## src/verilog/exec_pkg.sv

```systemverilog
package exec_pkg;

	// tag carried with every issued operation
	parameter int tag_width = 6;

	// result of an undefined alu or multiply function
	parameter logic [31:0] poison_value = 32'hfacebeec;

	// alu and multiply functions using 14 of 16 codes
	typedef enum logic [3:0] {
		alu_add    = 4'd0,
		alu_sub    = 4'd1,
		alu_and    = 4'd2,
		alu_or     = 4'd3,
		alu_xor    = 4'd4,
		alu_slt    = 4'd5,
		alu_sltu   = 4'd6,
		alu_sll    = 4'd7,
		alu_srl    = 4'd8,
		alu_sra    = 4'd9,
		alu_mul    = 4'd10,
		alu_mulh   = 4'd11,
		alu_mulhsu = 4'd12,
		alu_mulhu  = 4'd13
	} alu_func_e;

	// branch conditions in risc-v funct3 coding
	typedef enum logic [2:0] {
		br_beq  = 3'b000,
		br_bne  = 3'b001,
		br_blt  = 3'b100,
		br_bge  = 3'b101,
		br_bltu = 3'b110,
		br_bgeu = 3'b111
	} br_func_e;

	// one function field whose view follows the unit select
	typedef union packed {
		alu_func_e alu;      // alu and mul units
		struct packed {
			logic     unused; // top bit ignored by branches
			br_func_e cond;
		} br;
	} exec_func_u;

	// target unit of an issue
	typedef enum logic [1:0] {
		unit_alu = 2'd0,
		unit_br  = 2'd1,
		unit_mul = 2'd2,
		unit_inv = 2'd3  // never starts a unit
	} fu_unit_e;

endpackage

```

## src/verilog/fu_steer.sv

```systemverilog
`timescale 1ns/100ps

// issue decode into unit starts, tag pipe, completion bus merge
module fu_steer #(
	parameter int xlen      = 32,
	parameter int tag_width = 6
) (
	input  logic                  clock,
	input  logic                  reset,
	input  logic                  issue_valid,
	input  exec_pkg::fu_unit_e    issue_unit,
	input  logic [tag_width-1:0]  issue_tag,
	input  logic                  refresh,      // flush drops this cycle's issue
	input  logic                  alu_valid,
	input  logic [xlen-1:0]       alu_result,
	input  logic                  br_valid,
	input  logic                  br_cond,
	input  logic                  mul_valid,
	input  logic [xlen-1:0]       mul_result,
	output logic                  alu_start,
	output logic                  br_start,
	output logic                  mul_start,
	output logic                  cdb_valid,
	output logic [tag_width-1:0]  cdb_tag,
	output logic [xlen-1:0]       cdb_value,
	output logic                  cdb_taken
);

	logic                 accept;
	logic                 any_start;
	logic [tag_width-1:0] tag_q;   // tag of the op now in a unit
	exec_pkg::fu_unit_e   unit_q;  // unit holding that op or unit_inv if none

	assign accept    = issue_valid && !refresh;
	assign alu_start = accept && (issue_unit == exec_pkg::unit_alu);
	assign br_start  = accept && (issue_unit == exec_pkg::unit_br);
	assign mul_start = accept && (issue_unit == exec_pkg::unit_mul);
	assign any_start = alu_start || br_start || mul_start;  // false for unit code 3

	always_ff @(posedge clock) begin
		if (reset) begin
			unit_q <= exec_pkg::unit_inv;
		end else begin
			unit_q <= any_start ? issue_unit : exec_pkg::unit_inv;
		end
	end

	// tag follows its op into the unit
	always_ff @(posedge clock) begin
		if (any_start) begin
			tag_q <= issue_tag;
		end
	end

	assign cdb_valid = alu_valid || br_valid || mul_valid;  // units are one-hot
	assign cdb_tag   = tag_q;

	// unit_q picks the source and that unit's valid gates it
	always_comb begin
		cdb_value = '0;
		cdb_taken = 1'b0;
		case (unit_q)
			exec_pkg::unit_alu: if (alu_valid) cdb_value = alu_result;
			exec_pkg::unit_mul: if (mul_valid) cdb_value = mul_result;
			exec_pkg::unit_br: begin
				if (br_valid) begin
					cdb_value = {{(xlen-1){1'b0}}, br_cond};  // condition as 0/1
					cdb_taken = br_cond;
				end
			end
			default: ;  // idle bus stays zero
		endcase
	end

endmodule

```

## config.mk

```make
export PLATFORM = sky130hd
export DESIGN_NAME = fu_steer
export DESIGN_NICKNAME = d
export VERILOG_FILES = /design/src/verilog/exec_pkg.sv /design/src/verilog/fu_steer.sv
export SDC_FILE = /design/constraint.sdc
export NUM_CORES = 1
export LEC_CHECK = 0
export BUFFER_PORTS_ARGS = -buffer_cell sky130_fd_sc_hd__buf_4
export CORE_AREA = 3 3 55 57
export DETAILED_ROUTE_END_ITERATION = 7
export DIE_AREA = 0 0 58 60
export MAX_ROUTING_LAYER = met4
export PLACE_DENSITY = 0.78
export SYNTH_ARGS = -nofsm -noshare
export SYNTH_HDL_FRONTEND = slang
export SYNTH_SLANG_ARGS = --single-unit
```

## constraint.sdc

```tcl
create_clock -name clock -period 1.3 [get_ports clock]
set_input_delay 0.13 -clock clock [delete_from_list [all_inputs] [get_ports clock]]
set_output_delay 0.13 -clock clock [all_outputs]
set_load 0.02 [all_outputs]
```

* Word level (Yosys, flattened, before mapping) *
Index checks and enable logic that the tools add are counted.

storage, ports and cells
  register bits after elaboration = 8
  latch bits = 0
  bits in writable memories = 0
  bits in read-only memories = 0
  input bits = 80
  memories = 0

operators by class
  add/subtract/negate cells = 0
  multiply operators = 0
  divide/modulo/power cells = 0
  $lt $le $gt $ge = 0
  equal/unequal tests = 4
  shift-type cells = 0
  mux-type cells = 6
  bitwise logic cells = 1
  reduce and logical (&&, ||, !) cells = 12

operators with widths
  kind                                                 count
  one-hot mux 32 bit (3 select lines)                  1
  two-way mux 32 bit                                   2
  equality test 2 x 1 -> 1 bit, second input constant  2
  equality test 2 bit, second input constant           2
  logical AND 1 bit                                    4
  zero test 2 bit                                      2
  logical OR 1 bit                                     4
  two-way mux 1 bit                                    3
  OR reduction 2 bit                                   1
  zero test 1 bit                                      1
  NOT 1 bit                                            1

* Longest topological paths before layout *
  word-level depth = 7
  depth in mapped cells = 4

* Least setup slack after synthesis *
Ideal clock, no wire load.

  kind = flip-flop to output port
  start = register unit_q[0]
  end = output port cdb_value[0]
  arrival time = 1.044 ns
  slack = 0.126 ns
  stages on the path, launching flop included = 4
  cells stage by stage = dfxtp_1 -> and3b_1 -> buf_6 -> a221o_1

between the ends
  word-level cells in the longest chain between the ends = 2
  elaborated cells on any way between the ends = 4
  those cells by class = 2 x eq/ne; 1 x mux; 1 x reduce/logical

RTL lines
  element                                                     line            RTL
  start: declaration                                          fu_steer.sv:32  exec_pkg::fu_unit_e unit_q;
  start signal: assignment                                    fu_steer.sv:42  unit_q <= exec_pkg::unit_inv;
  start signal: assignment                                    fu_steer.sv:44  unit_q <= any_start ? issue_unit : exec_pkg::unit_inv;
  equality test 2 x 1 -> 1 bit, or another cell as far along  fu_steer.sv:62  case (unit_q)
  one-hot mux 32 bit (3 select lines) *                       fu_steer.sv:62
  end: declaration                                            fu_steer.sv:25  output logic [xlen-1:0] cdb_value,

Mark *: on every way between the ends. The rest lies on a longest branch, timed or not.

* Worst setup path in the final report *
  start = register unit_q[0]
  end = output port cdb_value[22]

The elaborated chain is that of the path after synthesis.

==> impl_metrics.py <==
metrics = {
    "worst_setup_path": {
        "required_ns": 1.17,
        "crit_slowest_cell": "dfxtp_2",
        "start_kind": "flop",
        "crit_type": "flop to output port",
        "end_kind": "output port",
        "critPathTopFamily": "flip-flops",
        "critPathMaxStageDelay_ns": 0.35,
        "crit_chain": "and3b_2 -> buf_6 -> a22o_1 -> buf_4",
        "arrival_ns": 1.37,
        "cp_max_fo": 20,
        "critPathBufInv": 2,
    },
    "synth": {
        "ys_top_cells_by_area": "a22o_1, edfxtp_1, buf_6, dfxtp_1, buf_4",
        "syn_area_um2": 659,
        "synth_commonest_cells": "a22o_1, edfxtp_1, buf_6, buf_4, or3_1",
        "syn-num-nets": 138,
        "synth_cell_types": 15,
        "synth_top_area_cell": "a22o_1",
        "ys_ff_latch": 8,
        "synth-main-ff-cell": "edfxtp_1",
        "syn_inst": 58,
        "synth_edf_count": 6,
        "ys_seq_area_share_pct": 33.4,
        "yosysTopAreaCellShare_pct": 39.8,
        "ys_warn_count": 0,
        "ys_async_sr_fraction_pct": 0,
        "synth.avg_cell_area_um2": 11.4,
        "yosysMostFrequentCell": "a22o_1",
    },
    "finish": {
        "diodes": 0,
        "drive_gt1_share_pct": 74.7,
        "fin_util_pct": 66.2,
        "final_nets": 263,
        "fill_cells": 195,
        "area_growth_pct": 153,
    },
    "floorplan": {
        "chipHeight_um": 60,
        "num_rows": 18,
        "core_area_um2": 2520,
        "floorplan.initialDensity_pct": 26.1,
        "die_area_um2": 3480,
        "ioPinCount": 123,
        "die-width_um": 58,
    },
    "grt": {
        "top_usage_layer": "met2",
        "grt_max_degree": 22,
        "antenna_found_initial": 0,
        "grt_pass1_vias": 1052,
        "met1_usage_pct": 17.9,
        "grtUsageMet3_pct": 6.05,
        "grt_pass1_wl_mm": 4.54,
        "gr-usage-all-layers_pct": 17.6,
        "grtUsageMet2_pct": 31.5,
        "grt_overflow": 0,
    },
    "clock_network": {
        "cts_root_buffer": "clkbuf_4",
        "cts.sinks": 8,
        "cts_tree": "built",
        "cts_setup_buffers": 0,
        "cts.htree.levels": 1,
        "cts_made_buffers": 3,
        "clk_path_buf_depth": 2,
        "path_clk_slew_ns": 0.06,
    },
    "route": {
        "wl_per_cell_um": 15.2,
        "first_pass_iters": 4,
        "remaining_drc_errors": 0,
        "routed_via_density": 4.97,
        "detail-route-antenna-nets": 0,
        "drt_first_iter_violations": 14,
        "vias": 1053,
        "wirelength_mm": 3.22,
    },
    "placed_design": {
        "dp_worst_setup_slack_ns": 0.0149,
        "place.port_buffers": 122,
        "place_congestion": 0.839,
    },
    "timing": {
        "min_period_over_period_pct": 115,
        "timing.final.ws_setup_ns": -0.199,
        "worst_pin_slew_ns": 0.176,
        "hold_viol": 0,
        "clock.fmax_ghz": 0.667,
        "finalCriticalPeriod_ns": 1.50,
        "slew_headroom_pct": 88.3,
        "rsz0062_at_grt": "yes",
        "setup_viol": 32,
        "slew_violations": 0,
    },
    "power": {
        "p_per_area_nw_per_um2": 484,
        "power.total_w": 0.000808,
        "irDropWorstVdd_mv": 0.506,
        "p_leak_nw": 0.873,
    },
    "run_status": {
        "status": "finished with violations",
        "violations": "setup timing",
    },
    "worst_hold_path": {
        "holdCritPathClass": "input port to flop",
    },
    "run": {
        "drv_cap": 0,
    },
}
==> kinds of logic (layout without fill, tap and decap cells) <==
family | after synthesis | count (layout) | synth area share [%]
DFF | 8 | 8 | 33.4
buffers and inverters | 7 | 131 | 10.2
AOI/OAI and AO/OA | 33 | 33 | 43.6
and+or+nand+nor | 10 | 10 | 12.7
==> timing repair <==
action | in CTS | in global routing
endpoints found under the setup margin | 32 | 32
hold buffers | 0 | 0
gates resized for setup | 18 | 0
pin swaps | 0 | 0
==> placed cells by master (no fill, tap or decap), drive strengths merged <==
master and n:
a21oi 1, nor3 1, dfxtp 2, and3b 1
a221o 1, a22o 31, and4b 1, clkbuf 4
buf 127, nand2b 1, nor3b 3, or3 3
edfxtp 6
==> sequential cells by signal, summed over array words and instances (netlist names) <==
signal / count
cdb_tag: 6
unit_q: 2
==> final cells by class <==
type                       count  area (um^2)  area share (%)
tap                           30         37.5            2.25
timing repair buffer         127         1010            60.5
multi-input combinational     43          373            22.3
clock buffer                   4         26.3            1.57
sequential                     8          223            13.3
==> through the flow <==
| stage | std cells | hold slack, ns | instance area [um^2] | TNS [ns] |
|---|---|---|---|---|
| global route | 212 | 0.0350 | 1670 | -7.29 |
| floorplan | 58 | 0.229 | 659 | 0 |
| finish | 212 | 0.0434 | 1670 | -5.58 |
| detailed placement | 208 | 0.309 | 1580 | 0 |
| global placement | 208 | 0.310 | 1580 | 0 |
| CTS | 212 | 0.0405 | 1670 | -5.59 |
==> power by group <==
group / switching (W) / internal, W / leakage, nW
logic: 0.000103 / 0.000200 / 0.787
clock network: 0.0000915 / 0.000118 / 0.0150
registers: 0.00000521 / 0.000290 / 0.0712
==> per-layer routing <==
layer	up-vias	wire [um]
li1	496	-
met1	470	1100
met2	82	1600
met3	5	485
met4	0	40
met5	-	0
==> final timing paths <==
| path | startpoint | depth (start not counted) | slack [ns] | to |
|---|---|---|---|---|
| worst max-delay path | unit_q[0] | 4 | -0.20 | cdb_value[22] |
| worst min-delay path | issue_tag[0] | 1 | 0.04 | cdb_tag[0] |
Power figures use the tool's default switching activity.
