File: src/verilog/exec_pkg.sv
package exec_pkg;

	// tag carried with every issued operation
	parameter int tag_width = 6;

	// result of an undefined alu or multiply function
	parameter logic [31:0] poison_value = 32'hfacebeec;

	// alu and multiply functions using 14 of 16 codes
	typedef enum logic [3:0] {
		alu_add    = 4'd0,
		alu_sub    = 4'd1,
		alu_and    = 4'd2,
		alu_or     = 4'd3,
		alu_xor    = 4'd4,
		alu_slt    = 4'd5,
		alu_sltu   = 4'd6,
		alu_sll    = 4'd7,
		alu_srl    = 4'd8,
		alu_sra    = 4'd9,
		alu_mul    = 4'd10,
		alu_mulh   = 4'd11,
		alu_mulhsu = 4'd12,
		alu_mulhu  = 4'd13
	} alu_func_e;

	// branch conditions in risc-v funct3 coding
	typedef enum logic [2:0] {
		br_beq  = 3'b000,
		br_bne  = 3'b001,
		br_blt  = 3'b100,
		br_bge  = 3'b101,
		br_bltu = 3'b110,
		br_bgeu = 3'b111
	} br_func_e;

	// one function field whose view follows the unit select
	typedef union packed {
		alu_func_e alu;      // alu and mul units
		struct packed {
			logic     unused; // top bit ignored by branches
			br_func_e cond;
		} br;
	} exec_func_u;

	// target unit of an issue
	typedef enum logic [1:0] {
		unit_alu = 2'd0,
		unit_br  = 2'd1,
		unit_mul = 2'd2,
		unit_inv = 2'd3  // never starts a unit
	} fu_unit_e;

endpackage

File: src/verilog/brcond.sv
`timescale 1ns/100ps

// branch condition unit with a registered flag
module brcond #(
	parameter int xlen = 32
) (
	input  logic                clock,
	input  logic                reset,
	input  logic                start,
	input  logic [xlen-1:0]     rs1,   // compared against rs2
	input  logic [xlen-1:0]     rs2,
	input  exec_pkg::br_func_e  func,
	output logic                valid,
	output logic                cond   // 1 means taken
);

	logic signed [xlen-1:0] signed_rs1;
	logic signed [xlen-1:0] signed_rs2;
	logic                   next_cond;

	assign signed_rs1 = rs1;
	assign signed_rs2 = rs2;

	always_comb begin
		case (func)
			exec_pkg::br_beq:  next_cond = rs1 == rs2;
			exec_pkg::br_bne:  next_cond = rs1 != rs2;
			exec_pkg::br_blt:  next_cond = signed_rs1 < signed_rs2;
			exec_pkg::br_bge:  next_cond = signed_rs1 >= signed_rs2;
			exec_pkg::br_bltu: next_cond = rs1 < rs2;
			exec_pkg::br_bgeu: next_cond = rs1 >= rs2;
			default:           next_cond = 1'b0;  // 010 and 011 are never taken
		endcase
	end

	always_ff @(posedge clock) begin
		if (reset || !start) begin
			valid <= 1'b0;
			cond  <= 1'b0;
		end else begin
			valid <= 1'b1;
			cond  <= next_cond;
		end
	end

endmodule

File: config.mk
export PLATFORM = sky130hd
export DESIGN_NAME = brcond
export DESIGN_NICKNAME = d
export VERILOG_FILES = /design/src/verilog/exec_pkg.sv /design/src/verilog/brcond.sv
export SDC_FILE = /design/constraint.sdc
export NUM_CORES = 1
export LEC_CHECK = 0
export BUFFER_PORTS_ARGS = -buffer_cell sky130_fd_sc_hd__buf_2
export CORE_MARGIN = 3
export CORE_UTILIZATION = 41
export CTS_BUF_LIST = sky130_fd_sc_hd__clkbuf_4 sky130_fd_sc_hd__clkbuf_8 sky130_fd_sc_hd__clkbuf_16
export DETAILED_ROUTE_END_ITERATION = 12
export HOLD_SLACK_MARGIN = 0.08
export PLACE_DENSITY_LB_ADDON = 0.15
export SYNTH_ARGS = -nofsm -noshare
export SYNTH_HDL_FRONTEND = slang
export SYNTH_SLANG_ARGS = --single-unit
File: constraint.sdc
create_clock -name clock -period 1.9 [get_ports clock]
set_input_delay 0.095 -clock clock [delete_from_list [all_inputs] [get_ports clock]]
set_output_delay 0.095 -clock clock [all_outputs]
set_load 0.02 [all_outputs]
Word-level counts from Yosys, hierarchy flattened
Cells that the tools add are included.

Bits in registers: 2. Bits in latches: 0. Memory bits (writable): 0. Memory bits (read-only): 0. Bits of input ports: 70. Output and inout bits: 2. Logic and storage cells: 18. Memories kept: 0.

Add/sub/neg operators: 0. Multiply operators: 0. Divide/modulo/power cells: 0. Magnitude comparators: 4. Equality and inequality tests: 7. Shift-type cells: 0. Mux-type cells: 2. Bitwise operators: 0. Reductions and logical operators: 3.

Operators with widths (count): 32-bit greater-or-equal comparator (2); 32-bit less-than comparator (2); 32-bit == test (1); 32-bit != test (1); 3-bit == test (second input constant) (4); 1-bit case mux with 6 select lines (1); 3-bit by 1-bit == test with 1-bit output (second input constant) (1); 3-bit logical NOT (1); 1-bit logical NOT (1); 1-bit logical OR (1); 1-bit two-way mux (1).

Longest topological paths before layout
Gate-level depths: netlist of the first run.

Word-level depth: 3. Depth in mapped cells: 8. Gate-level depth less buffers: 8.

Worst setup path after synthesis of the first run
No wires, ideal clock.

Kind: input to register. Start: input port rs2[31]. End: register cond. Library setup time: 0.129 ns. Arrival: 1.532 ns. Data required time: 1.771 ns. Path slack: 0.239 ns. Stages on the path: 8. Path buffers: 0. Cell sequence: inv_1 ha_1 nand4_2 nor4_4 nand3_2 mux2_4 o21ai_2 mux2i_1.

Word-level cells in the longest chain between the ends: 2. Elaborated cells on any way between the ends: 7. Classes of those cells: 4 x order compare; 2 x eq/ne; 1 x mux.

RTL lines: start: declaration (line brcond.sv:11) `input logic [xlen-1:0] rs2,`; 32-bit greater-or-equal comparator (tied with other cells) (line brcond.sv:31) `exec_pkg::br_bgeu: next_cond = rs1 >= rs2;`; 1-bit case mux with 6 select lines (*) (line brcond.sv:25) `case (func)`; end signal: assignment (line brcond.sv:42) `cond <= next_cond;`; end: declaration (line brcond.sv:14) `output logic cond`.

Mark *: on every way between the ends. The rest lies on a longest branch, timed or not. A chain may end at the register's enable or synchronous reset.

Worst setup path in the final report of the first run
Ends and elaborated chain as after synthesis.

==> results of run 1 <==
-- worst paths after layout --
kind	startpoint	to	slack (ps)	cells after the start
worst max-delay path	rs2[31]	cond	340	9
worst min-delay path	start	valid	170	2
-- through the flow --
stage                     area, µm²  hold slack (ps)
final                          1420              170
after floorplan                 992              198
after detailed placement       1390              296
after CTS                      1420              167
after global placement         1390              296
after global routing           1420              164
-- what timing repair did --
action                                  4_1_cts  5_1_grt
hold buffers                                  1        0
hold endpoints to repair                      1        0
endpoints found under the setup margin        0        0
buffers inserted                              0        0
-- power by group through the flow --
stage / registers (mW) / clock network (mW) / logic (mW)
finish: 0.0452 / 0.0910 / 0.257
global route: 0.0452 / 0.108 / 0.295
CTS: 0.0452 / 0.0959 / 0.261
detailed placement: 0.0457 / 0 / 0.258
global placement: 0.0458 / 0 / 0.247
floorplan: 0.0492 / 0 / 0.146
-- cell usage in the layout, fill, tap and decap left out, types with 3 or more instances in the layout --
master    synthesis  layout
a21o_1            3       3
inv_1            33      33
nand2_1           4       4
buf_2             0      71
ha_1             32      32
clkbuf_4          0       3
a21oi_1          16      16
nor2_1            4       4
o21ai_0           3       3
nand4_1           5       5
-- logic make-up (layout without fill, tap and decap cells) --
family	Yosys count	count (layout)	synth area share (%)
buf+inv	33	109	12.5
fa+ha+maj	32	32	40.4
simple gates	26	26	18.9
compound gates	33	33	20.7
flops	2	2	4.04
mux	3	3	3.53
-- metal layers --
layer	GRT usage (%)	vias up	share of wire, %
met1	17.0	469	43
met2	27.4	37	49
met5	0	-	0
met4	2.43	0	0
met3	4.02	0	7.9
li1	-	609	-
-- cell type report --
cell class              count  area, µm²
fillers                   222        832
repair buffers             73        373
well taps                  28       35.0
clock buffers               3       22.5
flip-flops and latches      2       40.0
multi-input cells          94        828
inverters                  33        124
-- sequential cells by signal, indices dropped and copies added, names as in the netlist --
register / flops
cond: 1
valid: 1
==> impl_metrics.ini, run 1 <==
[outcome]
status = complete, no violations

[timing]
finalHoldViolCount = 0
finalMaxSlewViolations = 0
tns_ps = 0
min_period_over_period_pct = 82.4
relSlewSlack_pct = 80.5
rsz0062_at_grt = no
fmax_mhz = 639
tightest_slew_ps = 290
setup_ws_ps = 335
final.min_clock_period_ps = 1560
setup_viol = 0

[placed_design]
place_inst = 229
routabilityCongestion = 0.691
post-place-ws_ps = 108
io_buffers = 71
dp_hpwl_um = 2230

[worst_hold_path]
hp-class = primary input to register

[synth]
synth_top_area_cell = ha_1
synth-edff-count = 0
synthDistinctLibCells = 28
yosysMostFrequentCell = inv_1
syn_area_um2 = 992
syn_area_per_cell_um2 = 7.69
ys.flop_type = dfxtp_1
async_flop_share_pct = 0
yosys-top-cells-count = inv_1, ha_1, a21oi_1
syn_nets = 231
yosysSeqAreaShare_pct = 4.04
synth_top_area_share_pct = 40.4
ys_ff_latch = 2
ys.warnings.count = 0
postSynthCellCount = 129
synthTopCellsByArea = ha_1, inv_1, a21oi_1

[drt]
wl_per_cell_um = 10.1
vias = 1115
vias_per_cell = 4.79
dr.pass1.iters = 4
post-route-drc-count = 0
totalWireLength_um = 2360
ant_nets = 0
dr.first_iter.drc_count = 4

[power_and_ir_drop]
power_frac_clock_pct = 23.2
power_frac_seq_pct = 11.5
p_sw_mw = 0.144
p_leak_nw = 0.905
sw_frac_of_total_pct = 36.5
internal-power_mw = 0.249
pwr-share-comb_pct = 65.3
vdd_ir_drop_max_v = 0.000320
power.density_mw_per_mm2 = 276
power_mw = 0.393

[floorplan]
num_rows = 17
die-area_mm2 = 0.00305
core-area_mm2 = 0.00225
die_h_um = 55.2
io_pins = 72
start_util_pct = 44.0
die_w_um = 55.2

[clock_tree]
cts_tree = done
cts.clk_slew.worst_paths_ps = 30
cts_buffers = 3
cts-root-buf = clkbuf_4
clock-sinks = 2
cts_htree_levels = 1
clock_path_buffers = 2
cts_resized = 0

[grt]
grt_pass1_wl_um = 3320
overflow = 0
grt_max_degree = 7
track_usage_pct = 14.8
antenna_found_initial = 0
grt_pass1_vias = 886

[worst_setup_path]
cp-end-kind = register
crit_slowest_cell = nor4_4
cp.arrival_ps = 1650
path_delay_family = simple AND/OR/NAND/NOR gates
critPathRequiredTime_ps = 1990
crit_path_start_kind = primary input
slowest_delay_ps = 370
critPathBufInv = 2
path_cells = buf_2 -> inv_1 -> ha_1 -> nand4_2 -> nor4_4 -> nand3_2 -> mux2_4 -> o21ai_2 -> mux2i_1
crit_type = primary input to register
worst-path-max-fanout = 3

[finish]
nets = 309
diodes = 0
area_growth_pct = 43.4
post-route-util_pct = 63.1
fin_cells = 233
drive_above_1_share_pct = 41.5

[flow_run]
drv_cap = 0
Note: power is estimated with default switching activity, not from simulation.
==> run 2: changes to the inputs <==
==> constraint.sdc (replaced) <==
create_clock -name clock -period 1.6 [get_ports clock]
set_input_delay 0.08 -clock clock [delete_from_list [all_inputs] [get_ports clock]]
set_output_delay 0.08 -clock clock [all_outputs]
set_load 0.02 [all_outputs]
==> impl_metrics.ini, run 2 (synthesis results as in run 1) <==
[timing]
final.min_clock_period_ps = 1480
min_period_over_period_pct = 92.2
finalMaxSlewViolations = 0
finalHoldViolCount = 0
rsz0062_at_grt = no
setup_viol = 0
relSlewSlack_pct = 75.3
tightest_slew_ps = 367
tns_ps = 0
fmax_mhz = 678

[drt]
top_layer_used = met4
vias = 1141
wl_met3_um = 234
wl_per_cell_um = 10.0
totalWireLength_um = 2360
met2WireLength_um = 1110
vias_per_cell = 4.83
met1_length_um = 1000
ant_nets = 0
post-route-drc-count = 0
dr.first_iter.drc_count = 7
dr.pass1.iters = 4

[floorplan]
core-area_mm2 = 0.00225
start_util_pct = 44.0
die_h_um = 55.2
num_rows = 17
io_pins = 72
die_w_um = 55.2
die-area_mm2 = 0.00305

[power_and_ir_drop]
power.density_mw_per_mm2 = 332
vdd_ir_drop_max_v = 0.000406
p_leak_nw = 0.924

[worst_setup_path]
crit_path_start_kind = primary input
worst-path-max-fanout = 2
cp.arrival_ps = 1640
crit_type = primary input to register
critPathRequiredTime_ps = 1760
cp-end-kind = register

[clock_tree]
clock_path_buffers = 2
cts_htree_levels = 1
cts_buffers = 3
clock-sinks = 2
cts.clk_slew.worst_paths_ps = 30
cts_tree = done
cts-root-buf = clkbuf_4

[placed_design]
place_inst = 232
dp_hpwl_um = 2210
io_buffers = 71
routabilityCongestion = 0.680

[grt]
grt_pass1_vias = 936
track_usage_pct = 14.5
antenna_found_initial = 0
overflow = 0
grt_pass1_wl_um = 3330
grt_max_degree = 7

[finish]
top_regs = cond (1), valid (1)
post-route-util_pct = 65.3
nets = 312
drive_above_1_share_pct = 43.3
diodes = 0
final_cell_mix = buf_2, inv_1, ha_1
area_growth_pct = 48.4
layout_commonest_cell = buf_2
fin_cells = 236

[outcome]
status = complete, no violations

[flow_run]
drv_cap = 0

[worst_hold_path]
hp-class = primary input to register
-- run 2: cell count changes in the layout (fill, tap and decap cells not counted), sizes merged --
cell	change
buf	+3
-- run 2: metrics by stage --
stage	power [mW]	area (µm²)	setup WS, ps	hold slack (ps)
3_5_place_dp	0.362	1410	-178	286
3_3_place_gp	0.349	1410	-117	281
2_1_floorplan	0.232	992	14.1	183
5_1_grt	0.545	1470	6.65	157
4_1_cts	0.489	1450	55.0	146
6_report	0.490	1470	125	147
-- run 2: repair_timing --
item                                   in CTS  in global routing
hold buffers                                1                  0
setup endpoints to repair                   0                  1
endpoints found under the hold margin       1                  0
gates resized for setup                     0                  3
buffers inserted                            0                  0
-- run 2: worst paths after layout --
check / from / end / slack, ps / depth (start not counted)
setup / recovery: rs1[25] / cond / 120 / 8
hold / removal: start / valid / 150 / 2
-- run 2: area by class of cell --
cell class / instances / area [µm²]
Inverter: 33 / 124
Fill cell: 210 / 782
Tap cell: 28 / 35.0
Timing Repair Buffer: 76 / 395
Multi-Input combinational cell: 94 / 856
Clock buffer: 3 / 22.5
Sequential cell: 2 / 40.0
-- run 2: worst max-delay path, stage by stage --
cell	delay [ps]
buf_2	100
ha_1	340
a21o_1	190
a21o_1	170
a21oi_1	160
a21oi_1	120
nor4_4	280
mux2i_1	200
-- run 2: per-layer routing --
layer  up-vias  global-route usage, %
met2        45                   26.0
li1        613                      -
met5         -                      0
met3         2                   3.49
met1       481                   17.6
met4         0                   2.43
-- run 2: report_power, final --
part	total (mW)	internal (mW)	switching [mW]
clock	0.120	0.0834	0.0369
sequential	0.0539	0.0532	0.000709
combinational	0.315	0.167	0.148
total	0.490	0.304	0.186
