[src/verilog/exec_pkg.sv]
package exec_pkg;

	// tag carried with every issued operation
	parameter int tag_width = 6;

	// result of an undefined alu or multiply function
	parameter logic [31:0] poison_value = 32'hfacebeec;

	// alu and multiply functions using 14 of 16 codes
	typedef enum logic [3:0] {
		alu_add    = 4'd0,
		alu_sub    = 4'd1,
		alu_and    = 4'd2,
		alu_or     = 4'd3,
		alu_xor    = 4'd4,
		alu_slt    = 4'd5,
		alu_sltu   = 4'd6,
		alu_sll    = 4'd7,
		alu_srl    = 4'd8,
		alu_sra    = 4'd9,
		alu_mul    = 4'd10,
		alu_mulh   = 4'd11,
		alu_mulhsu = 4'd12,
		alu_mulhu  = 4'd13
	} alu_func_e;

	// branch conditions in risc-v funct3 coding
	typedef enum logic [2:0] {
		br_beq  = 3'b000,
		br_bne  = 3'b001,
		br_blt  = 3'b100,
		br_bge  = 3'b101,
		br_bltu = 3'b110,
		br_bgeu = 3'b111
	} br_func_e;

	// one function field whose view follows the unit select
	typedef union packed {
		alu_func_e alu;      // alu and mul units
		struct packed {
			logic     unused; // top bit ignored by branches
			br_func_e cond;
		} br;
	} exec_func_u;

	// target unit of an issue
	typedef enum logic [1:0] {
		unit_alu = 2'd0,
		unit_br  = 2'd1,
		unit_mul = 2'd2,
		unit_inv = 2'd3  // never starts a unit
	} fu_unit_e;

endpackage

[src/verilog/alu.sv]
`timescale 1ns/100ps

// integer alu with one cycle from start to valid
module alu #(
	parameter int xlen = 32
) (
	input  logic                 clock,
	input  logic                 reset,
	input  logic                 start,
	input  logic [xlen-1:0]      opa,
	input  logic [xlen-1:0]      opb,
	input  exec_pkg::alu_func_e  func,
	output logic                 valid,
	output logic [xlen-1:0]      result
);

	localparam int shamt_w = $clog2(xlen);  // 5 for rv32, 6 for rv64

	logic [xlen-1:0]        next_result;
	logic [shamt_w-1:0]     shamt;
	logic signed [xlen-1:0] signed_opa;
	logic signed [xlen-1:0] signed_opb;
	logic                   lt_signed;
	logic                   lt_unsigned;

	assign shamt       = opb[shamt_w-1:0];  // low bits only
	assign signed_opa  = opa;
	assign signed_opb  = opb;
	assign lt_signed   = signed_opa < signed_opb;
	assign lt_unsigned = opa < opb;

	always_comb begin
		case (func)
			exec_pkg::alu_add:  next_result = opa + opb;
			exec_pkg::alu_sub:  next_result = opa - opb;
			exec_pkg::alu_and:  next_result = opa & opb;
			exec_pkg::alu_or:   next_result = opa | opb;
			exec_pkg::alu_xor:  next_result = opa ^ opb;
			exec_pkg::alu_slt:  next_result = {{(xlen-1){1'b0}}, lt_signed};
			exec_pkg::alu_sltu: next_result = {{(xlen-1){1'b0}}, lt_unsigned};
			exec_pkg::alu_sll:  next_result = opa << shamt;
			exec_pkg::alu_srl:  next_result = opa >> shamt;
			exec_pkg::alu_sra:  next_result = signed_opa >>> shamt;  // sign fill
			// multiply codes land here too since mlu owns them
			default:            next_result = xlen'(exec_pkg::poison_value);
		endcase
	end

	// result clears whenever no start
	always_ff @(posedge clock) begin
		if (reset || !start) begin
			valid  <= 1'b0;
			result <= '0;
		end else begin
			valid  <= 1'b1;
			result <= next_result;
		end
	end

endmodule

[config.mk]
export PLATFORM = sky130hd
export DESIGN_NAME = alu
export DESIGN_NICKNAME = d
export VERILOG_FILES = /design/src/verilog/exec_pkg.sv /design/src/verilog/alu.sv
export SDC_FILE = /design/constraint.sdc
export NUM_CORES = 1
export LEC_CHECK = 0
export CORE_ASPECT_RATIO = 0.8
export CORE_UTILIZATION = 55
export CTS_BUF_LIST = sky130_fd_sc_hd__clkbuf_16
export DETAILED_ROUTE_END_ITERATION = 16
export DONT_BUFFER_PORTS = 1
export GPL_TIMING_DRIVEN = 1
export PLACE_DENSITY = 0.7
export SYNTH_ARGS = -nofsm -noshare
export SYNTH_HDL_FRONTEND = slang
export SYNTH_SLANG_ARGS = --single-unit
[constraint.sdc]
create_clock -name clock -period 3.9 [get_ports clock]
set_input_delay 0.195 -clock clock [delete_from_list [all_inputs] [get_ports clock]]
set_output_delay 0.195 -clock clock [all_outputs]
set_load 0.05 [all_outputs]
Yosys cells after proc, flatten, opt, wreduce, memory -nomap -nowiden

Cells that the tools add are included.

Flip-flop bits (word level): 33
Bits of input ports: 71

Eq/ne operators: 9
Reductions and logical operators: 3
Bitwise operators: 3
Multiplexer cells: 2
Order comparisons: 2
Add/subtract/negate cells: 2
Shifts and indexed selects: 3

Operator list:

| kind                                                | count |
|---|---|
| one-hot mux 32 bit (10 select lines)                | 1 |
| < comparator 32 bit                                 | 2 |
| adder 32 bit                                        | 1 |
| AND 32 bit                                          | 1 |
| bitwise OR 32 bit                                   | 1 |
| left shift 32 x 5 -> 32 bit                         | 1 |
| >> shifter 32 x 5 -> 32 bit                         | 1 |
| >>> shifter 32 x 5 -> 32 bit                        | 1 |
| subtractor 32 bit                                   | 1 |
| XOR 32 bit                                          | 1 |
| equality test 4 x 3 -> 1 bit, second input constant | 4 |
| equality test 4 x 2 -> 1 bit, second input constant | 2 |
| equality test 4 bit, second input constant          | 2 |
| equality test 4 x 1 -> 1 bit, second input constant | 1 |
| logical NOT 4 bit                                   | 1 |
| logical NOT 1 bit                                   | 1 |
| logical OR 1 bit                                    | 1 |
| two-way mux 1 bit                                   | 1 |

Logic depth before layout (Yosys ltp)

Gate-level depths: netlist of the first run.

Depth after elaboration: 3
Depth in mapped cells: 15

Worst setup path before layout of the first run

OpenSTA, ideal clock, no wires.

Kind: input-to-reg
From: input opb[2]
To: register result[28]
Buffers on the path: 3
Data required time: 3772 ps
Stages on the path: 15
Slack: 343 ps
Setup time: 128 ps
Data arrival time: 3429 ps
Cell sequence: clkbuf_1 -> inv_2 -> buf_1 -> clkbuf_1 -> ha_1 -> a21o_1 -> a311oi_1 -> o31ai_1 -> a311oi_1 -> o311a_1 -> o211ai_1 -> o211ai_1 -> xnor2_1 -> a2111oi_2 -> nor2_1

Word-level cells in the longest chain between the ends: 2
Elaborated cells on any way between the ends: 6
Classes of those cells: add/sub (2); shift (3); mux (1)

Ends and longest elaborated chain:

| what                                            | line      | text |
|---|---|---|
| start, declared                                 | alu.sv:11 | `input logic [xlen-1:0] opb,` |
| subtractor 32 bit, or another cell as far along | alu.sv:35 | `exec_pkg::alu_sub: next_result = opa - opb;` |
| one-hot mux 32 bit (10 select lines) (*)        | alu.sv:33 | `case (func)` |
| end signal, assigned                            | alu.sv:56 | `result <= next_result;` |
| end, declared                                   | alu.sv:14 | `output logic [xlen-1:0] result` |

Every way passes the cells marked *; elsewhere a longest branch is shown, timed or not.
A chain may end at the register's enable or synchronous reset.

Worst setup path in the final report of the first run

From: input opb[0]
To: register result[28]

Same word-level chain as after synthesis.

==> reports/metrics.cfg, run 1 <==
[clock_network]
cts-hold-fix-buffers = 0
clock-sinks = 33
htree_num_levels = 2
cts_root_buffer = clkbuf_16
post_cts_resized = 0
clock_tree_from_tritoncts = built
cts_buffers = 5
cts_post_setup_buffers_inserted = 0
cts.path.max_buffers = 2
path_clk_slew_ns = 0.06

[critical_path]
cp-start-kind = input port
timing.critical_path.slowest_cell_delay_ns = 0.46
path_depth = 12
critical_path.cell_chain = ha_1, fa_1, a21o_1, a311oi_1, o31ai_1, a311oi_1, o311a_1, o211ai_1, o211ai_1, xnor2_1, a2111oi_2, nor2_1
arrival_ns = 3.22
path_class = in -> reg
cp-startpoint = opb[0]
critical-path-top-delay-family = compound AO/OA/AOI/OAI gates
critPathBufInv = 0
cpMaxStageDelayCell = a311oi_1
crit_path_max_fanout = 90
cp-end-kind = register
crit_required_ns = 4.08

[sta]
final.period_utilization_pct = 78.0
drv_slew = 0
rsz0062_at_grt = no
finalSetupViolCount = 0
post-route-min-period_ns = 3.04
slew_headroom_pct = 25.3
totalNegativeSetupSlack_ns = 0
worstMarginPinSlew_ns = 1.12
maxClockFrequency_mhz = 329
holdWs_ns = 0.157
layout_setup_ws_ns = 0.858
hold_violations = 0

[logic_synthesis]
flip_flop_and_latch_count_after_synthesis = 33
synth_top_cell_by_area = ha_1
syn_area_per_cell_um2 = 6.62
synth_cells = 1373
async_set_or_reset_flop_fraction_in_the_synthesized_netlist_pct = 0
synth_area_leaders = ha_1 13%, a21oi_1 8.4%, nor2_1 7.7%
synth-edff-count = 0
netlist_area_um2 = 9090
synth.distinct_cells = 84
ys_warn_count = 0
synth_flop_cell = dfxtp_1
share_of_yosys_cell_area_claimed_by_the_top_area_cell_type_pct = 13.3
mapped_nets = 1543
synth_sequential_area_ratio_pct = 7.26

[grt]
grt_remaining_overflow = 0
groute.usage.overall_pct = 43.0
antenna_found_initial = 0
grt_pass1_vias = 9334
wire_length_of_the_first_global_routing_pass_um = 56100
grt_start_max_net_pins = 94

[final_layout]
areaGrowthSynthToFinish_pct = 0.660
fin_nets = 1451
fraction_of_final_layout_cells_with_drive_strength_greater_than_1_pct = 5.38
insertedDiodeCount = 0

[min_path]
hold-path-cell-count = 3
min-delay-path-class = in -> reg
hold_end = result[0]
hold_path.startpoint = func[1]

[pwr]
leakagePower_nw = 3.92
internal-power_mw = 1.00
total_power_mw = 1.95
p_sw_uw = 942
worst_supply_voltage_drop_on_vdd_mv = 0.156
swShare_pct = 48.4
sequentialPowerShare_pct = 22.1
pwr-share-comb_pct = 57.5
pwr_density_cell_nw_per_um2 = 213
power.clock.fraction_pct = 20.4

[die]
coreArea_um2 = 16000
die-width_um = 146
dieArea_um2 = 17100
fp.dieH_um = 117
boundaryPins = 104
num_rows = 41
floorplan.initialDensity_pct = 57.0

[placement]
dp_hpwl_um = 28300
dpl_worst_slack_ns = 0.631
portBuffers = 0
place.gp.congestion = 1.05

[routing]
avgRoutedWirePerCell_um = 25.0
detail_route.vias_per_cell = 7.03
ant_nets = 0
drtIter0Drc = 1983
finalWirelength_um = 37400
detailroute.via_count = 10500
first_pass_iters = 6
drcViolationCount = 0

[job]
maxCapViolCount = 0

[run_status]
status = finished clean

==> placed cells by master (no fill, tap or decap), types with 13 or more instances in the layout <==
cell type and count:
ha_1 97, inv_1 83, mux4_2 16, xnor2_1 14, nor3_1 29, mux2i_1 65
buf_4 14, nor2_1 187, a31oi_1 18, o211ai_1 21, o21ai_0 129, nand3_1 20
nand2b_1 23, o21bai_1 13, dfxtp_1 33, nand2_1 97, a21oi_1 153, a211oi_1 19
a221oi_1 16, a21o_1 22, o22ai_1 13
==> how the worst max path moves through the flow <==
stage                             to  slack (ns)
after floorplan           result[28]        0.34
after global routing      result[28]        0.65
final                     result[28]        0.86
after detailed placement  result[28]        0.63
after global placement    result[28]        0.73
after CTS                 result[28]        0.92
==> cells in the mapped netlist (21+ instances only) <==
library cell,instances
nand2_1,97
a21o_1,22
nor2_1,187
inv_1,84
ha_1,97
o21ai_0,129
dfxtp_1,33
nor3_1,29
a21oi_1,153
clkbuf_1,77
mux2i_1,65
buf_1,21
nand2b_1,23
o211ai_1,21
==> through the flow <==
step / cells / utilization [%] / cell area (um^2)
after CTS: 1497 / 57.4 / 9150
after floorplan: 1373 / - / 9090
final: 1497 / 57.4 / 9150
after detailed placement: 1489 / 56.5 / 9020
after global placement: 1489 / 56.5 / 9020
after global routing: 1497 / 57.4 / 9150
==> sequential cells by signal, indices dropped and copies added (netlist names) <==
register,cells
result,32
valid,1
==> power by group through the flow <==
| stage | Clock (mW) | Sequential (mW) | Combinational, mW |
|---|---|---|---|
| floorplan | 0 | 0.434 | 0.863 |
| global placement | 0 | 0.438 | 1.07 |
| detailed placement | 0 | 0.438 | 1.07 |
| CTS | 0.394 | 0.431 | 1.08 |
| global route | 0.409 | 0.433 | 1.21 |
| finish | 0.397 | 0.431 | 1.12 |
==> layer usage <==
metal | global-route usage [%] | vias to the layer above | wire length [um]
li1 | - | 4793 | -
met1 | 57.9 | 4848 | 15200
met2 | 66.1 | 781 | 15600
met3 | 10.2 | 108 | 4970
met4 | 18.3 | 0 | 1670
met5 | 0 | - | 0
==> cell type report <==
| cell class | count | area (um^2) |
|---|---|---|
| multi-input cells | 1139 | 7650 |
| fillers | 1603 | 6800 |
| flip-flops and latches | 33 | 661 |
| inverters | 88 | 330 |
| well taps | 215 | 269 |
| clock buffers | 5 | 125 |
| repair buffers | 14 | 105 |
| clock inverters | 3 | 12.5 |
==> kinds of logic after synthesis <==
| kind of cell | count (synthesis) | synth area share [%] |
|---|---|---|
| AO/OA/AOI/OAI | 508 | 35.2 |
| AND/OR/NAND/NOR | 420 | 20.7 |
| buffers and inverters | 201 | 8.60 |
| adder cells (fa/ha/maj) | 99 | 13.8 |
| multiplexers | 92 | 12.5 |
| flip-flops | 33 | 7.26 |
| XOR/XNOR | 20 | 1.93 |
==> worst min-delay path, delay by kind of cell <==
kind,cells,cell delay [ns]
AND/OR/NAND/NOR,1,0.08
XOR/XNOR,1,0.05
AO/OA/AOI/OAI,1,0.07
Note: power is estimated with default switching activity, not from simulation.
==> run 2, diff against run 1 <==
--- a/config.mk
+++ b/config.mk
@@ -11,7 +11,7 @@
 export DETAILED_ROUTE_END_ITERATION = 16
 export DONT_BUFFER_PORTS = 1
 export GPL_TIMING_DRIVEN = 1
-export PLACE_DENSITY = 0.7
+export PLACE_DENSITY = 0.73
 export SYNTH_ARGS = -nofsm -noshare
 export SYNTH_HDL_FRONTEND = slang
 export SYNTH_SLANG_ARGS = --single-unit
==> constraint.sdc (replaced) <==
create_clock -name clock -period 2.64 [get_ports clock]
set_input_delay 0.132 -clock clock [delete_from_list [all_inputs] [get_ports clock]]
set_output_delay 0.132 -clock clock [all_outputs]
set_load 0.05 [all_outputs]
==> run 2 against run 1 <==
Critical endpoint is now result[25]. Utilization up 7.6 points. Power rose by 62%. Clock power grew 49%. Critical path depth increased by 1. Combinational power grew 72%. Sequential share of layout area decreased by 0.84 points. Cell area rose by 13%. Largest cell class unchanged. The flow now finishes with violations (negative setup slack). Die area stayed put. First-iteration DRC count down 16%. Largest power group unchanged. Worst hold slack worse by 0.071 ns.
==> reports/metrics.cfg, run 2 (synthesis results as in run 1) <==
[run_status]
status = complete, but fails checks
failed_checks = negative setup slack

[min_path]
hold_end = result[0]
min-delay-path-class = in -> reg
hold_path.startpoint = func[1]
hold-path-cell-count = 3

[final_layout]
post_layout_nonfiller_instances = 1624
core_utilization_of_the_finished_layout_pct = 64.9
mostFrequentLayoutCell = nor2_1
flip_flop_count_of_the_largest_register_all_copies_and_words_added = 32
fin_nets = 1578
areaGrowthSynthToFinish_pct = 13.9
final.fill_count = 1492
biggestRegsByFlops = result: 32 flops, valid: 1 flops
registers.top_by_ff_count = result
insertedDiodeCount = 0
fraction_of_final_layout_cells_with_drive_strength_greater_than_1_pct = 16.0
commonest_cells_after_routing_fill_and_taps_aside = 187 x nor2_1, 151 x a21oi_1, 140 x buf_4

[clock_network]
htree_num_levels = 2
cts.path.max_buffers = 2
clock-sinks = 33
cts_root_buffer = clkbuf_16
clock_tree_from_tritoncts = built
cts-hold-fix-buffers = 0
path_clk_slew_ns = 0.06
cts_buffers = 5

[critical_path]
crit_path_max_fanout = 8
timing.critical_path.mode_cell = a31oi_4
timing.critical_path.slowest_cell_delay_ns = 0.53
cp-end-kind = register
critical_path.cell_chain = inv_8, ha_4, or4_4, buf_6, nor3_4, a21boi_4, a31oi_4, a31oi_4, nor2_1, o21ai_1, mux2i_1, o221ai_1, o31a_1
cpMaxStageDelayCell = or4_4
path_class = in -> reg
arrival_ns = 2.83
cp-start-kind = input port
crit_required_ns = 2.82

[routing]
drcViolationCount = 0
first_pass_iters = 6
drtIter0Drc = 1668
detailroute.via_count = 11000
detail_route.vias_per_cell = 6.75
finalWirelength_um = 38300
avgRoutedWirePerCell_um = 23.6
ant_nets = 0

[die]
dieArea_um2 = 17100
boundaryPins = 104
coreArea_um2 = 16000
floorplan.initialDensity_pct = 57.0
die-width_um = 146
num_rows = 41
fp.dieH_um = 117

[sta]
final.period_utilization_pct = 100
worstMarginPinSlew_ns = 0.669
maxClockFrequency_mhz = 377
hold_violations = 0
finalSetupViolCount = 1
slew_headroom_pct = 54.9
post-route-min-period_ns = 2.65
drv_slew = 0
layout_setup_ws_ns = -0.0119
rsz0062_at_grt = yes
holdWs_ns = 0.0853

[job]
maxCapViolCount = 0

[pwr]
total_power_mw = 3.16
leakagePower_nw = 4.57
pwr_density_cell_nw_per_um2 = 305
worst_supply_voltage_drop_on_vdd_mv = 0.223

[placement]
dp_hpwl_um = 29600
portBuffers = 0
place.gp.congestion = 1.06
dpl_worst_slack_ns = -0.406
place.detailed.instances = 1612

[grt]
groute.usage.overall_pct = 44.1
grt_pass1_vias = 9947
wire_length_of_the_first_global_routing_pass_um = 57800
antenna_found_initial = 0
grt_remaining_overflow = 0
grt_start_max_net_pins = 94

## run 2: changes by cell type in the layout (fill, tap and decap cells not counted), moves of 2 or more
cell      change
inv_4         +3
o31ai_2       +2
ha_4          +8
o31ai_1       -2
a21oi_1       -2
clkinv_1      -3
inv_8         +2
nor2b_1       -2
inv_1         -4
ha_1          -8
a21oi_2       +2
buf_4       +126
a31oi_4       +2
## run 2: layer usage
| layer | vias to the layer above | wire (um) | track usage (%) |
|---|---|---|---|
| met2 | 821 | 15700 | 66.3 |
| met5 | - | 0 | 0 |
| met3 | 105 | 5570 | 11.4 |
| li1 | 5041 | - | - |
| met1 | 4994 | 15300 | 59.7 |
| met4 | 0 | 1830 | 19.4 |
## run 2: final cells by class
type                    instances  area (um^2)  share of cell area [%]
inverters                      88          370                    3.57
clock buffers                   5          125                    1.21
multi-input cells            1139         7860                    75.9
well taps                     215          269                    2.60
repair buffers                141         1060                    10.3
flip-flops and latches         33          661                    6.38
clock inverters                 3         11.3                   0.109
## run 2: worst max-delay path: cells and delay by family
family,cells,cell delay (ns)
compound gates,6,1.21
simple gates,3,0.87
fa+ha+maj,1,0.23
mux,1,0.23
buf+inv,2,0.15
## run 2: how the worst max path moves through the flow
stage / from / depth (start not counted) / endpoint / slack (ns)
6_report: opa[16] / 13 / result[25] / -0.01
5_1_grt: opa[0] / 13 / result[28] / -0.07
4_1_cts: opa[17] / 13 / result[29] / 0.02
3_5_place_dp: opa[0] / 13 / result[28] / -0.41
3_3_place_gp: opa[0] / 13 / result[28] / -0.37
2_1_floorplan: opb[2] / 15 / result[29] / -0.14
## run 2: where the power goes
| part | internal [mW] | switching (mW) |
|---|---|---|
| logic | 0.817 | 1.12 |
| registers | 0.526 | 0.111 |
| clock network | 0.340 | 0.252 |
| total | 1.68 | 1.48 |
## run 2: per-stage QoR
step	setup TNS, ns	cell area, um^2
after floorplan	-0.411	9350
after global placement	-2.27	10100
after detailed placement	-2.84	10100
after CTS	0	10200
after global routing	-0.210	10400
final	-0.0119	10400
## run 2: timing repair
action	in CTS	in global routing
setup endpoints to repair	1	11
resized for setup	2	24
buffers inserted	0	4
pin swaps	1	15
==> run 3, diff against run 2 <==
--- a/config.mk
+++ b/config.mk
@@ -8,10 +8,12 @@
 export CORE_ASPECT_RATIO = 0.8
 export CORE_UTILIZATION = 55
 export CTS_BUF_LIST = sky130_fd_sc_hd__clkbuf_16
+export CTS_CLUSTER_SIZE = 40
 export DETAILED_ROUTE_END_ITERATION = 16
 export DONT_BUFFER_PORTS = 1
 export GPL_TIMING_DRIVEN = 1
 export PLACE_DENSITY = 0.73
+export REMOVE_ABC_BUFFERS = 1
 export SYNTH_ARGS = -nofsm -noshare
 export SYNTH_HDL_FRONTEND = slang
 export SYNTH_SLANG_ARGS = --single-unit
==> constraint.sdc (replaced) <==
create_clock -name clock -period 2.64 [get_ports clock]
set_input_delay 0.132 -clock clock [delete_from_list [all_inputs] [get_ports clock]]
set_output_delay 0.132 -clock clock [all_outputs]
set_load 0.005 [all_outputs]
==> run 3 against run 2 <==
The flow still finishes with violations (negative setup slack). Count of clock-buffer cells in the layout is the same. First-iteration DRC count decreased by 4.2%. Power increased by 3.5%. Wire length rose by 2.4%. Critical path depth unchanged. Non-clock buffer count grew 14. Global-route usage grew 0.46 points. Sequential share of layout area fell by 0.060 points. Flip-flop and latch count stayed put. Setup slack lost 0.018 ns.
==> reports/metrics.cfg, run 3 (synthesis results as in run 1) <==
[final_layout]
commonest_cells_after_routing_fill_and_taps_aside = 185 x nor2_1, 152 x buf_4, 150 x a21oi_1
mostFrequentLayoutCell = nor2_1
flip_flop_count_of_the_largest_register_all_copies_and_words_added = 32
insertedDiodeCount = 0
final_design_area_no_fill_um2 = 10500
registers.top_by_ff_count = result
fin_nets = 1592
biggestRegsByFlops = result: 32 flops, valid: 1 flops
fraction_of_final_layout_cells_with_drive_strength_greater_than_1_pct = 16.7
areaGrowthSynthToFinish_pct = 15.0
core_utilization_of_the_finished_layout_pct = 65.6

[routing]
avgRoutedWirePerCell_um = 24.0
drtIter0Drc = 1598
detailroute.via_count = 11100
ant_nets = 0
detail_route.vias_per_cell = 6.76
drcViolationCount = 0
first_pass_iters = 7
finalWirelength_um = 39300

[clock_network]
htree_num_levels = 2
cts_buffers = 5
path_clk_slew_ns = 0.07
cts-hold-fix-buffers = 0
clock-sinks = 33
cts_root_buffer = clkbuf_16
cts.path.max_buffers = 2
clock_tree_from_tritoncts = built

[die]
fp.dieH_um = 117
floorplan.initialDensity_pct = 57.0
coreArea_um2 = 16000
num_rows = 41
die-width_um = 146
dieArea_um2 = 17100
boundaryPins = 104

[grt]
met1_usage_pct = 60.9
grt_pass1_vias = 9842
busiest_metal_layer_after_global_routing = met2
wire_length_of_the_first_global_routing_pass_um = 57600
antenna_found_initial = 0
grt_start_max_net_pins = 94
met2_usage_pct = 64.2
grt_remaining_overflow = 0
grt.met3_usage_pct = 15.9
groute.usage.overall_pct = 44.6

[pwr]
worst_supply_voltage_drop_on_vdd_mv = 0.212
pwr_density_cell_nw_per_um2 = 313
leakagePower_nw = 4.64

[sta]
slew_headroom_pct = 49.7
finalSetupViolCount = 3
post-route-min-period_ns = 2.67
holdWs_ns = 0.0584
hold_violations = 0
totalNegativeSetupSlack_ns = -0.0514
final.period_utilization_pct = 101
layout_setup_ws_ns = -0.0295
rsz0062_at_grt = yes
worstMarginPinSlew_ns = 0.754
maxClockFrequency_mhz = 375
drv_slew = 0

[critical_path]
critPathBufInv = 2
critical-path-top-delay-family = simple AND/OR/NAND/NOR gates
cpMaxStageDelayCell = or4_4
cp-end-kind = register
crit_path_max_fanout = 8
crit_required_ns = 2.88
critical_path.cell_chain = inv_1, ha_1, or4_4, buf_4, nor3_4, a21boi_2, a31oi_2, a31oi_4, or2_1, a211o_1, or4b_1, o2111ai_1, o31a_1
path_class = in -> reg
timing.critical_path.slowest_cell_delay_ns = 0.52
arrival_ns = 2.91
cp-start-kind = input port

[placement]
postPlaceCellArea_um2 = 10000
dp_hpwl_um = 29600
place.gp.congestion = 1.03
dpl_worst_slack_ns = -0.574
portBuffers = 0

[job]
maxCapViolCount = 0

[run_status]
failed_checks = negative setup slack
status = complete, but fails checks

[min_path]
min-delay-path-class = in -> reg

## run 3: area by class of cell
class | instances | area (um^2)
multi-input cells | 1139 | 7840
fillers | 1483 | 5500
repair buffers | 155 | 1190
flip-flops and latches | 33 | 661
inverters | 88 | 334
well taps | 215 | 269
clock buffers | 5 | 125
clock inverters | 3 | 41.3
## run 3: per-stage QoR
step                std cells  power (mW)
floorplan                1260        1.71
global placement         1623        2.36
detailed placement       1623        2.37
CTS                      1634        3.14
global route             1638        3.41
finish                   1638        3.27
## run 3: worst paths after layout
path | startpoint | end | slack (ns) | depth (start not counted)
setup / recovery | opa[17] | result[29] | -0.03 | 13
hold / removal | func[3] | result[2] | 0.06 | 2
## run 3: what timing repair did
action | CTS | global route
hold endpoints to repair | 0 | 0
endpoints found under the setup margin | 9 | 11
buffers inserted | 3 | 4
pin swaps | 9 | 16
gates resized for setup | 12 | 24
## run 3: layer usage
| metal | wire length (um) | share of wire (%) |
|---|---|---|
| met1 | 16400 | 42 |
| met3 | 5910 | 15 |
| met5 | 0 | 0 |
| met2 | 15800 | 40 |
| met4 | 1230 | 3.1 |
## run 3: where the power goes
part	internal, mW	switching, mW	total (mW)
combinational	0.836	1.13	1.97
clock	0.445	0.318	0.763
sequential	0.526	0.0143	0.540
